<file path="src/mni_pkg.sv">
package mni_pkg;

  // ======================================
  // data path widths
  // ======================================

  // one operation word as written by the cpu
  localparam int WORD_W = 16;

  // virtual channels on the network-out port
  localparam int NUM_VC = 3;

  // word offset inside one packet
  localparam int OFFSET_W = 6;

  // ======================================
  // operation fifo sizing
  // ======================================

  // distributed memory, in words
  localparam int OP_FIFO_DEPTH = 64;
  localparam int OP_FIFO_ADR_W = 6;

  // complete operations held
  localparam int OP_PKTS_W = 6;

  // header plus 31 payload words
  localparam int OP_MAX_WORDS = 32;

  // ======================================
  // operation header fields
  // ======================================

  // target vc, 3 is not a channel
  localparam int HDR_VC_MSB = 15;
  localparam int HDR_VC_LSB = 14;

  // source node, replaced on the way out
  localparam int HDR_NODE_MSB = 9;
  localparam int HDR_NODE_LSB = 6;

  // payload words, packet is one longer
  localparam int HDR_LEN_MSB = 5;
  localparam int HDR_LEN_LSB = 0;

  // ======================================
  // shared types
  // ======================================

  typedef logic [WORD_W-1:0] word_t;

  // one bit per vc, one-hot when used as enq
  typedef logic [NUM_VC-1:0] vc_mask_t;

endpackage

</file>
<file path="src/mni_op_fifo.sv">
`timescale 1ns/1ps

module mni_op_fifo import mni_pkg::*; (
  input  logic                 clk_ni,
  input  logic                 i_reset,

  // write side, cpu operation words
  input  word_t                i_wr_data,
  input  logic                 i_wr_en,
  output logic                 o_full,
  output logic [OP_PKTS_W-1:0] o_wr_packets,

  // read side, packet at a time
  output word_t                o_rd_data,
  input  logic [OFFSET_W-1:0]  i_rd_offset,
  input  logic                 i_rd_eop,
  output logic                 o_empty
);

  // ======================================
  // storage and pointers
  // ======================================

  word_t mem [OP_FIFO_DEPTH];

  logic [OP_FIFO_ADR_W-1:0] wr_ptr;
  logic [OP_FIFO_ADR_W-1:0] base_ptr;
  logic [OP_FIFO_ADR_W-1:0] rd_adr;

  // needs one extra bit, 0 to 64 free words
  logic [OP_FIFO_ADR_W:0]   free_cnt;
  logic [OP_FIFO_ADR_W:0]   freed_words;

  // payload words still to come, 0 means next word is a header
  logic [OFFSET_W-1:0]      wr_left;
  logic [OFFSET_W-1:0]      hdr_len;

  logic                     wr_accept;
  logic                     wr_is_hdr;
  logic                     wr_last;

  // ======================================
  // write side
  // ======================================

  // stall already tells the source to hold
  assign wr_accept = i_wr_en & ~o_full;

  assign wr_is_hdr = (wr_left == '0);
  assign hdr_len   = OFFSET_W'(i_wr_data[HDR_LEN_MSB:HDR_LEN_LSB]);

  // last word of an operation
  // header-only op ends on its header
  assign wr_last = wr_accept &
                   (wr_is_hdr ? (hdr_len == '0) : (wr_left == OFFSET_W'(1)));

  always_ff @(posedge clk_ni) begin
    if (wr_accept) begin
      mem[wr_ptr] <= i_wr_data;
    end
  end

  always_ff @(posedge clk_ni) begin
    if (i_reset) begin
      wr_ptr  <= '0;
      wr_left <= '0;
    end else if (wr_accept) begin
      wr_ptr <= wr_ptr + 1'b1;
      // load length from header, then count payload down
      if (wr_is_hdr) begin
        wr_left <= hdr_len;
      end else begin
        wr_left <= wr_left - 1'b1;
      end
    end
  end

  // ======================================
  // read side
  // ======================================

  // offset is relative to the head packet
  assign rd_adr    = base_ptr + OP_FIFO_ADR_W'(i_rd_offset);
  assign o_rd_data = mem[rd_adr];

  // eop frees the whole head packet
  assign freed_words = (OP_FIFO_ADR_W+1)'(i_rd_offset) + 1'b1;

  always_ff @(posedge clk_ni) begin
    if (i_reset) begin
      base_ptr <= '0;
    end else if (i_rd_eop) begin
      base_ptr <= base_ptr + OP_FIFO_ADR_W'(freed_words);
    end
  end

  // ======================================
  // occupancy
  // ======================================

  always_ff @(posedge clk_ni) begin
    if (i_reset) begin
      free_cnt <= (OP_FIFO_ADR_W+1)'(OP_FIFO_DEPTH);
    end else begin
      case ({wr_accept, i_rd_eop})
        2'b10:   free_cnt <= free_cnt - 1'b1;
        2'b01:   free_cnt <= free_cnt + freed_words;
        2'b11:   free_cnt <= free_cnt + freed_words - 1'b1;
        default: free_cnt <= free_cnt;
      endcase
    end
  end

  // complete packets only
  // up on last word written, down on eop
  always_ff @(posedge clk_ni) begin
    if (i_reset) begin
      o_wr_packets <= '0;
    end else begin
      case ({wr_last, i_rd_eop})
        2'b10:   o_wr_packets <= o_wr_packets + 1'b1;
        2'b01:   o_wr_packets <= o_wr_packets - 1'b1;
        default: o_wr_packets <= o_wr_packets;
      endcase
    end
  end

  // room for a longest operation must stay free
  assign o_full  = (free_cnt < OP_MAX_WORDS);
  assign o_empty = (o_wr_packets == '0);

endmodule

</file>
<file path="src/mni_op_dispatch.sv">
`timescale 1ns/1ps

module mni_op_dispatch import mni_pkg::*; (
  input  logic                clk_ni,
  input  logic                i_reset,

  input  logic [3:0]          i_node_id,

  // operation fifo read side
  input  word_t               i_fifo_rd_data,
  input  logic                i_fifo_empty,
  output logic [OFFSET_W-1:0] o_fifo_rd_offset,
  output logic                o_fifo_rd_eop,

  // network out
  output vc_mask_t            o_nout_enq,
  output logic [OFFSET_W-1:0] o_nout_offset,
  output logic                o_nout_eop,
  output word_t               o_nout_data,
  input  vc_mask_t            i_nout_full
);

  typedef enum logic [1:0] {
    st_idle,
    st_send,
    st_gap
  } state_t;

  state_t state;

  // ======================================
  // header decode at offset 0
  // ======================================

  logic [HDR_VC_MSB-HDR_VC_LSB:0] hdr_vc;
  logic [OFFSET_W-1:0]            hdr_len;
  vc_mask_t                       hdr_mask;
  logic                           hdr_bad;
  logic                           vc_ready;
  word_t                          hdr_stamped;

  // payload words of the op in flight
  logic [OFFSET_W-1:0]            op_len;
  logic                           last_word;

  // offset is held at 0 while idle, so this is the header
  assign hdr_vc  = i_fifo_rd_data[HDR_VC_MSB:HDR_VC_LSB];
  assign hdr_len = OFFSET_W'(i_fifo_rd_data[HDR_LEN_MSB:HDR_LEN_LSB]);

  // vc code 3 has no channel behind it
  assign hdr_bad  = (hdr_vc >= NUM_VC);
  assign hdr_mask = vc_mask_t'(1) << hdr_vc;

  // full only matters before the packet starts
  assign vc_ready = ~|(hdr_mask & i_nout_full);

  always_comb begin
    hdr_stamped = i_fifo_rd_data;
    hdr_stamped[HDR_NODE_MSB:HDR_NODE_LSB] = i_node_id;
  end

  // read offset runs one word ahead of the output offset
  assign last_word = (o_fifo_rd_offset == op_len);

  // ======================================
  // control fsm
  // ======================================

  always_ff @(posedge clk_ni) begin
    if (i_reset) begin
      state            <= st_idle;
      o_nout_enq       <= '0;
      o_nout_eop       <= 1'b0;
      o_fifo_rd_eop    <= 1'b0;
      o_fifo_rd_offset <= '0;
    end else begin
      case (state)
        st_idle: begin
          if (!i_fifo_empty) begin
            if (hdr_bad) begin
              // drop whole op, eop with offset = len frees it
              o_fifo_rd_eop    <= 1'b1;
              o_fifo_rd_offset <= hdr_len;
              state            <= st_gap;
            end else if (vc_ready) begin
              o_nout_enq <= hdr_mask;
              if (hdr_len == '0) begin
                // header-only op, done in one word
                o_nout_eop    <= 1'b1;
                o_fifo_rd_eop <= 1'b1;
                state         <= st_gap;
              end else begin
                o_fifo_rd_offset <= OFFSET_W'(1);
                state            <= st_send;
              end
            end
          end
        end

        st_send: begin
          // enq held, one payload word per cycle
          if (last_word) begin
            o_nout_eop    <= 1'b1;
            o_fifo_rd_eop <= 1'b1;
            state         <= st_gap;
          end else begin
            o_fifo_rd_offset <= o_fifo_rd_offset + 1'b1;
          end
        end

        st_gap: begin
          // fifo takes eop this cycle
          o_nout_enq       <= '0;
          o_nout_eop       <= 1'b0;
          o_fifo_rd_eop    <= 1'b0;
          o_fifo_rd_offset <= '0;
          state            <= st_idle;
        end

        default: begin
          state <= st_idle;
        end
      endcase
    end
  end

  // ======================================
  // output words
  // ======================================

  always_ff @(posedge clk_ni) begin
    case (state)
      st_idle: begin
        o_nout_offset <= '0;
        o_nout_data   <= hdr_stamped;
        op_len        <= hdr_len;
      end
      st_send: begin
        o_nout_offset <= o_fifo_rd_offset;
        o_nout_data   <= i_fifo_rd_data;
      end
      default: begin
        o_nout_offset <= o_nout_offset;
        o_nout_data   <= o_nout_data;
      end
    endcase
  end

endmodule

</file>
<file path="src/mni_trace.sv">
`timescale 1ns/1ps

module mni_trace import mni_pkg::*; (
  input  logic     clk_ni,
  input  logic     i_reset,

  // event sources
  input  logic     i_op_valid,
  input  vc_mask_t i_nout_enq,
  input  logic     i_nout_eop,

  // single-cycle pulses
  output logic     o_trace_op_local,
  output vc_mask_t o_trace_vc_out
);

  // ======================================
  // event levels
  // ======================================

  logic     op_local_d;
  logic     op_local_q;
  vc_mask_t vc_out_d;
  vc_mask_t vc_out_q;

  // a word offered on the operation port
  assign op_local_d = i_op_valid;

  // last word of a packet, per vc
  assign vc_out_d = i_nout_enq & {NUM_VC{i_nout_eop}};

  // ======================================
  // edge detect
  // ======================================

  always_ff @(posedge clk_ni) begin
    if (i_reset) begin
      op_local_q <= 1'b0;
      vc_out_q   <= '0;
    end else begin
      op_local_q <= op_local_d;
      vc_out_q   <= vc_out_d;
    end
  end

  // rising edge only
  // a held level gives one pulse
  assign o_trace_op_local = op_local_d & ~op_local_q;
  assign o_trace_vc_out   = vc_out_d & ~vc_out_q;

endmodule

</file>
<file path="src/mni.sv">
`timescale 1ns/1ps

module mni import mni_pkg::*; (
  input  logic                 clk_ni,
  input  logic                 i_reset,

  input  logic [3:0]           i_node_id,

  // cpu operation port
  input  logic                 i_ctl_op_valid,
  input  word_t                i_ctl_op_data,
  output logic                 o_ctl_op_stall,

  // complete ops waiting
  output logic [OP_PKTS_W-1:0] o_ctl_cpu_fifo_ops,

  // network out
  output vc_mask_t             o_nout_enq,
  output logic [OFFSET_W-1:0]  o_nout_offset,
  output logic                 o_nout_eop,
  output word_t                o_nout_data,
  input  vc_mask_t             i_nout_full,

  // trace
  output logic                 o_ctl_trace_op_local,
  output vc_mask_t             o_ctl_trace_vc_out
);

  // ======================================
  // fifo to dispatcher
  // ======================================

  word_t               fifo_rd_data;
  logic                fifo_empty;
  logic [OFFSET_W-1:0] fifo_rd_offset;
  logic                fifo_rd_eop;

  // cpu ops, whole packets only on the read side
  mni_op_fifo u_op_fifo (
    .clk_ni       ( clk_ni ),
    .i_reset      ( i_reset ),
    .i_wr_data    ( i_ctl_op_data ),
    .i_wr_en      ( i_ctl_op_valid ),
    .o_full       ( o_ctl_op_stall ),
    .o_wr_packets ( o_ctl_cpu_fifo_ops ),
    .o_rd_data    ( fifo_rd_data ),
    .i_rd_offset  ( fifo_rd_offset ),
    .i_rd_eop     ( fifo_rd_eop ),
    .o_empty      ( fifo_empty )
  );

  // stamps node id, streams onto one vc
  mni_op_dispatch u_dispatch (
    .clk_ni           ( clk_ni ),
    .i_reset          ( i_reset ),
    .i_node_id        ( i_node_id ),
    .i_fifo_rd_data   ( fifo_rd_data ),
    .i_fifo_empty     ( fifo_empty ),
    .o_fifo_rd_offset ( fifo_rd_offset ),
    .o_fifo_rd_eop    ( fifo_rd_eop ),
    .o_nout_enq       ( o_nout_enq ),
    .o_nout_offset    ( o_nout_offset ),
    .o_nout_eop       ( o_nout_eop ),
    .o_nout_data      ( o_nout_data ),
    .i_nout_full      ( i_nout_full )
  );

  // watches the port outputs, not internal state
  mni_trace u_trace (
    .clk_ni           ( clk_ni ),
    .i_reset          ( i_reset ),
    .i_op_valid       ( i_ctl_op_valid ),
    .i_nout_enq       ( o_nout_enq ),
    .i_nout_eop       ( o_nout_eop ),
    .o_trace_op_local ( o_ctl_trace_op_local ),
    .o_trace_vc_out   ( o_ctl_trace_vc_out )
  );

endmodule

</file>
<file path="config.mk">
export PLATFORM = sky130hd
export DESIGN_NAME = mni
export DESIGN_NICKNAME = d
export VERILOG_FILES = /design/src/mni_pkg.sv /design/src/mni_op_fifo.sv /design/src/mni_op_dispatch.sv /design/src/mni_trace.sv /design/src/mni.sv
export SDC_FILE = /design/constraint.sdc
export NUM_CORES = 1
export LEC_CHECK = 0
export ABC_AREA = 1
export ABC_CLOCK_PERIOD_IN_PS = 8900
export BUFFER_PORTS_ARGS = -buffer_cell sky130_fd_sc_hd__buf_2
export CORE_MARGIN = 8
export CORE_UTILIZATION = 28
export DETAILED_ROUTE_END_ITERATION = 8
export GPL_ROUTABILITY_DRIVEN = 0
export PLACE_DENSITY_LB_ADDON = 0.25
export SYNTH_ARGS = -nofsm -noshare
export SYNTH_HDL_FRONTEND = slang
export SYNTH_SLANG_ARGS = --single-unit
</file>
<file path="constraint.sdc">
create_clock -name clk_ni -period 8.9 [get_ports clk_ni]
set_clock_uncertainty 0.2 [all_clocks]
set_input_delay 0 -clock clk_ni [delete_from_list [all_inputs] [get_ports clk_ni]]
set_output_delay 0 -clock clk_ni [all_outputs]
set_load 0.1 [all_outputs]
</file>
* After elaboration in Yosys (flattened, before gate mapping) *
Memory sizes are Yosys's and may differ from the RTL's.
Index checks and enable logic that the tools add are counted.

word-level totals
  output and inout port bits = 37
  word-level logic and storage cells = 106
  memories = 1
  input port bits = 26
  memory bits (writable) = 1024
  bits in registers = 76

memories
  memory         words  width  read ports  clocked after memory_dff  write ports  RTL line           text
  u_op_fifo.mem  64     16     1           0                         1            mni_op_fifo.sv:24  word_t mem [OP_FIFO_DEPTH];

cells by class
  $add $sub $neg = 11
  multiplexer cells = 33
  reduce and logical (&&, ||, !) cells = 16
  shift operators = 1
  magnitude comparators = 2
  equal/unequal tests = 18
  bitwise gates (word level) = 9

operators with widths
  operator                                                number
  two-way mux 6 bit                                       6
  case mux 16 bit (2 select lines)                        1
  zero test 6 bit                                         4
  case mux 6 bit (2 select lines)                         2
  case mux 7 bit (3 select lines)                         1
  adder 6 x 1 -> 6 bit (second input constant)            3
  case mux 6 bit (3 select lines)                         1
  subtractor 7 x 1 -> 7 bit (second input constant)       2
  adder 6 bit                                             2
  subtractor 6 x 1 -> 6 bit (second input constant)       2
  two-way mux 1 bit                                       10
  two-way mux 2 bit                                       5
  AND reduction 5 bit                                     2
  AND 3 bit                                               3
  two-way mux 3 bit                                       3
  == test 2 bit (second input constant)                   4
  inequality test 2 bit (second input constant)           4
  adder 6 x 1 -> 7 bit (second input constant)            1
  adder 7 bit                                             1
  < comparator 7 x 6 -> 1 bit (second input constant)     1
  == test 2 x 1 -> 1 bit (second input constant)          3
  == test 6 x 1 -> 1 bit (second input constant)          1
  == test 6 bit                                           1
  inequality test 3 x 2 -> 1 bit (second input constant)  2
  other kinds (17)                                        25

* Longest topological paths before layout *
An unclocked memory read counts as a cell.

  depth after elaboration = 9
  gate-level depth with buffers = 23
  mapped depth without buffers = 21

* Cells and area by module *
A second synthesis with hierarchy kept.

second synthesis, totals
  cell total of the unflattened synthesis = 3688
  area total of the unflattened synthesis = 45347.2 sq um

by module, submodules not included
  module           sequential area each (sq um)  cells an instance  area an instance (sq um)  instances
  mni_op_fifo      31370.1                       3437               43133.9                   1
  mni_op_dispatch  1101.1                        235                2088.3                    1
  mni_trace        80.1                          16                 125.1                     1

* Worst setup path before layout *
Ideal clock, no wire load.

  path type = register to register
  from = reg u_op_fifo.free_cnt[6]
  to = reg u_op_fifo.o_wr_packets[5]
  arrival time = 3.785 ns
  period minus slack after synthesis = 4.108 ns
  slack = 4.792 ns
  required time = 8.577 ns
  cell stages (with the launch flop) = 18
  path buffers = 1
  setup time = 0.123 ns
  cells stage by stage = dfxtp_1 > nor2_1 > nor2_2 > clkbuf_1 > o2111ai_1 > ha_1 > ha_1 > a21oi_1 > and2_1 > inv_1 > a21oi_1 > inv_1 > a21oi_1 > inv_1 > a21oi_1 > o21ai_0 > o21ai_0 > a21oi_1

on the way
  longest elaborated chain between the ends = 6
  elaborated cells between the ends (all ways) = 8
  those cells by class = order compare (1); eq/ne (2); mux (1); bitwise (3); reduce/logical (1)

RTL lines
  item                                                                          RTL line            text
  start, declared                                                               mni_op_fifo.sv:31   logic [OP_FIFO_ADR_W:0] free_cnt;
  start signal, assigned                                                        mni_op_fifo.sv:103  free_cnt <= (OP_FIFO_ADR_W+1)'(OP_FIFO_DEPTH);
  start signal, assigned                                                        mni_op_fifo.sv:106  2'b10: free_cnt <= free_cnt - 1'b1;
  start signal, assigned                                                        mni_op_fifo.sv:107  2'b01: free_cnt <= free_cnt + freed_words;
  < comparator 7 x 6 -> 1 bit (*)                                               mni_op_fifo.sv:129  assign o_full = (free_cnt < OP_MAX_WORDS);
  named net o_ctl_op_stall                                                      mni.sv:12           output logic o_ctl_op_stall,
  NOT 1 bit (*)                                                                 mni_op_fifo.sv:47   assign wr_accept = i_wr_en & ~o_full;
  AND 1 bit (*)                                                                 mni_op_fifo.sv:47
  AND 1 bit (*)                                                                 mni_op_fifo.sv:54   assign wr_last = wr_accept &
  == test 2 x 1 -> 1 bit / == test 2 bit (equally long branches)                mni_op_fifo.sv:120  case ({wr_last, i_rd_eop})
  case mux 6 bit (2 select lines) / nonzero test 2 bit (equally long branches)  --
  end signal, assigned                                                          mni_op_fifo.sv:121  2'b10: o_wr_packets <= o_wr_packets + 1'b1;
  end signal, assigned                                                          mni_op_fifo.sv:122  2'b01: o_wr_packets <= o_wr_packets - 1'b1;
  end signal, assigned                                                          mni_op_fifo.sv:123  default: o_wr_packets <= o_wr_packets;
  end, declared                                                                 mni_op_fifo.sv:11   output logic [OP_PKTS_W-1:0] o_wr_packets,

Mark *: on every way through the listed nets, which the timed path passes. The rest lies on a longest branch.
A chain may end at the register's enable or synchronous reset.

* Final worst setup path *
  from = reg u_dispatch.o_fifo_rd_offset[0]
  to = reg u_dispatch.state[0]

on the way
  elaborated cells between the ends (all ways) = 16
  those cells by class = add/sub (1); order compare (1); eq/ne (3); shift (1); mux (5); bitwise (1); reduce/logical (3); memory (1)

RTL lines
  item                                             RTL line                text
  start, declared                                  mni_op_dispatch.sv:12   output logic [OFFSET_W-1:0] o_fifo_rd_offset,
  start signal, assigned                           mni_op_dispatch.sv:83   o_fifo_rd_offset <= hdr_len;
  start signal, assigned                           mni_op_dispatch.sv:107  o_fifo_rd_offset <= o_fifo_rd_offset + 1'b1;
  adder 6 bit (*)                                  mni_op_fifo.sv:83       assign rd_adr = base_ptr + OP_FIFO_ADR_W'(i_rd_offset);
  memory (64 x 16 bit) (*)                         --
  named net fifo_rd_data[15]                       mni.sv:33               word_t fifo_rd_data;
  << shifter 1 x 2 -> 3 bit                        mni_op_dispatch.sv:52   assign hdr_mask = vc_mask_t'(1) << hdr_vc;
  AND 3 bit                                        mni_op_dispatch.sv:55   assign vc_ready = ~|(hdr_mask & i_nout_full);
  OR reduction 3 bit                               mni_op_dispatch.sv:55
  inequality test 3 x 2 -> 1 bit (no source line)  --
  AND reduction 3 bit (no source line)             --
  end signal, assigned                             mni_op_dispatch.sv:71   state <= st_idle;
  end signal, assigned                             mni_op_dispatch.sv:84   state <= st_gap;
  end signal, assigned                             mni_op_dispatch.sv:91   state <= st_gap;
  end, declared                                    mni_op_dispatch.sv:29   state_t state;

Mark *: on every way through the listed nets, which the timed path passes. The rest lies on a longest branch. The select of a mux whose other input is x is not followed.

==> out/summary.txt <==
clk slew on worst S/H paths -> 0.06 ns
CP arrival -> 6.76 ns
TritonCTS Sinks -> 1,100
period utilisation layout -> 71.50%
Netlist cell types -> 46
die area -> 177,400 µm²
routed via count -> 30.55k
vias in the first global route -> 29.61k
Initial Util -> 28.22%
final instance area -> 52,930 µm²
Slew Viols, Final -> 0
H-tree depth -> 3
Final Setup Violations -> 0
crit path time final -> 6.363 ns
number of synthesized register bits -> 1,100
R2R Setup Slk -> 2.54 ns
CTS Buf Count -> 118
Peak VDD IR -> 461.2 µV
die width -> 421.2 µm
Crit. End Element -> flop
clk_lat worst skew -> 0.72 ns
GR Overflow Total -> 0
P per Cell Area -> 354.4 nW/µm²
Port Buffers -> 62
Synth Net Count -> 4,075
setup fix buffers added after clock tree synthesis -> 0
Mapped Area -> 45,980 µm²
reg2reg path depth -> 22
Rel. slew slack -> 14.80%
DR WL/cell -> 21.50 µm
CTS max path bufs -> 3
num rows -> 148
outcome -> finished clean
final WL -> 137,100 µm
MaxCap Viol Count -> 0
Die Ht -> 421.2 µm
first-pass GRT wire length -> 201,800 µm
Leak Pwr -> 18.84 nW
DR pass1 iterations -> 5
Most used DFF post-synth -> edfxtp_1
# DRC -> 0
IO Pins -> 63
Max Fclk -> 157.2 MHz
fraction of layout cells with a size suffix above 1 -> 8.887%
Worst-Margin Slew -> 1.277 ns
layout net count -> 4,157
placed cell area -> 48,960 µm²
area delta synth->final -> 15.12%
syn avg cell area -> 11.45 µm²
setup TNS -> 0 ns
maximum number of pins on one net before global-route repair -> 178
Final Total Pwr -> 18.76 mW
dpl hpwl -> 74,240 µm
DRT antenna net count -> 0
vias per cell -> 4.791
Hold Crit Class -> in -> reg
CP max FO -> 77
asr flop ratio synth -> 0%
core area -> 163,000 µm²
initial antenna violation count -> 5
worst path required time -> 9.30 ns
endpoints failing hold -> 0
cells after synthesis -> 4,014
GRT Util Overall -> 14.81%
CTS Root Cell -> clkbuf_16
Worst Hold Depth -> 3
CP Launch Type -> flop
Post-synth EDFFs -> 1,052
RSZ-0062 raised after global routing -> no
sequential area share after synthesis -> 70.80%
CTS tree -> yes
DRT iter0 DRCs -> 2,885
Yosys Warn Count -> 0
crit path kind -> reg -> reg
layout make-up:
class	count	area (µm²)
inverter	265	1010
antenna	4	10.01
tap	2175	2721
fill	16340	110000
timing repair buffer	196	1469
multi-input combinational	2415	11520
clock inverter	82	599.3
sequential	1100	32550
clock buffer	139	3053
what timing repair did:
| action | 4_1_cts | 5_1_grt |
|---|---|---|
| setup endpoints to repair | 0 | 0 |
| hold endpoints to repair | 1023 | 0 |
| gates resized for setup | 0 | 0 |
| hold buffers | 31 | 0 |
synthesized netlist by cell type, types with 13 or more instances:
cell type	count	share of area (%)
edfxtp_1	1052	69
nor3_1	13	0.14
dfxtp_1	48	2.1
o22ai_1	33	0.45
o221ai_1	75	1.4
o211ai_1	20	0.33
xor2_1	17	0.32
ha_1	31	0.84
buf_2	99	1.1
nand3_1	390	4.2
nor2_1	583	4.8
inv_1	262	2.1
a31oi_1	17	0.23
nand2_1	712	5.8
clkbuf_1	116	0.95
a21oi_1	71	0.77
o21ai_0	373	4.1
buf_1	17	0.14
critical path, stage by stage (launching register included):
cell           delay (ns)
dfxtp_1              0.50
inv_1                0.18
ha_4                 0.78
buf_4                0.80
buf_4                0.78
or2_2                0.23
nand3_1              0.06
nand3_1              0.09
nand2_1              0.06
nand2_1              0.13
nand3_1              0.22
nand2_1              0.15
nand2_1              0.07
nand2_2              0.12
nand3_1              0.08
nand3_1              0.08
dlygate4sd3_1        0.55
nand2_2              0.12
nand2_2              0.15
nor2_1               0.05
a21oi_1              0.11
nor2_1               0.05
dlygate4sd3_1        0.57
final timing paths:
path,from,endpoint
max,u_dispatch.o_fifo_rd_offset[0],u_dispatch.state[0]
min,i_reset,u_op_fifo.wr_left[4]
max reg2reg,u_dispatch.o_fifo_rd_offset[0],u_dispatch.state[0]
min reg2reg,u_op_fifo.base_ptr[5],u_op_fifo.base_ptr[5]
per-layer routing:
metal / vias up / track usage [%] / wire length (µm)
met2: 874 / 23.36 / 62310
met5: - / 0 / 0
met1: 15250 / 21.37 / 63860
li1: 14270 / - / -
met3: 166 / 1.894 / 7525
met4: 0 / 4.312 / 3352
logic make-up (layout without fill, tap and decap cells):
group                      count (synthesis)  count (layout)  synth area share, %
adders and majority gates                 35              35                1.018
DFF                                     1100            1100                70.80
and+or+nand+nor                         1730            1730                15.43
muxes                                      3               3              0.06531
xor gates and xnor gates                  30              30               0.6041
AOI/OAI and AO/OA                        617             617                7.728
other                                      0               4                    0
buffers and inverters                    499             682                4.359
placed cells by master, fill, tap and decap left out, types with 4 or more instances in the layout:
cell	instances
inv_1	261
buf_4	97
dlygate4sd3_1	31
bufinv_16	6
nand2_2	5
clkinv_1	35
dfxtp_1	48
a21oi_1	71
edfxtp_1	1052
xor2_1	17
nand2_1	710
o21ai_1	7
nor3_1	13
ha_1	30
o21ai_0	373
buf_12	6
nor2_2	15
clkinv_2	29
a32o_1	4
clkinvlp_4	6
buf_2	62
nand3_1	390
nand4_1	6
o22ai_1	33
xnor2_1	9
diode_2	4
inv_6	4
o211ai_1	20
nor2_1	572
or2_2	9
clkbuf_16	119
o221ai_1	75
clkbuf_1	20
a31oi_1	17
a211oi_1	5
report_power, final:
part | internal [mW] | switching (mW) | leakage (nW) | total (mW)
logic | 2.08 | 5.95 | 7.16 | 8.03
registers | 5.92 | 0.142 | 9.89 | 6.06
clock network | 2.62 | 2.06 | 1.79 | 4.68
total | 10.6 | 8.15 | 18.8 | 18.8
per-stage QoR:
stage / utilization (%) / cells / hold slack, ns / worst slack, ns
6_report: 32.48 / 6376 / 0.1844 / 2.537
5_1_grt: 32.48 / 6373 / 0.1681 / 2.100
4_1_cts: 32.48 / 6372 / 0.1190 / 2.527
3_5_place_dp: 30.04 / 6120 / 0.05289 / 3.520
3_3_place_gp: 30.04 / 6120 / 0.04675 / 3.598
2_1_floorplan: - / 4014 / -0.1011 / 4.792
flip-flops by register name, summed over array words and instances (netlist names):
register,cells
u_op_fifo.wr_ptr,6
u_dispatch.o_nout_data,16
u_dispatch.o_nout_eop,1
u_trace.op_local_q,1
u_dispatch.o_nout_offset,6
u_trace.vc_out_q,3
u_op_fifo.base_ptr,6
u_op_fifo.mem,1024
u_dispatch.o_fifo_rd_eop,1
u_dispatch.state,2
u_dispatch.op_len,6
u_op_fifo.free_cnt,7
u_dispatch.o_nout_enq,3
u_op_fifo.wr_left,6
u_op_fifo.o_wr_packets,6
u_dispatch.o_fifo_rd_offset,6
Note: power is estimated with default switching activity, not from simulation.
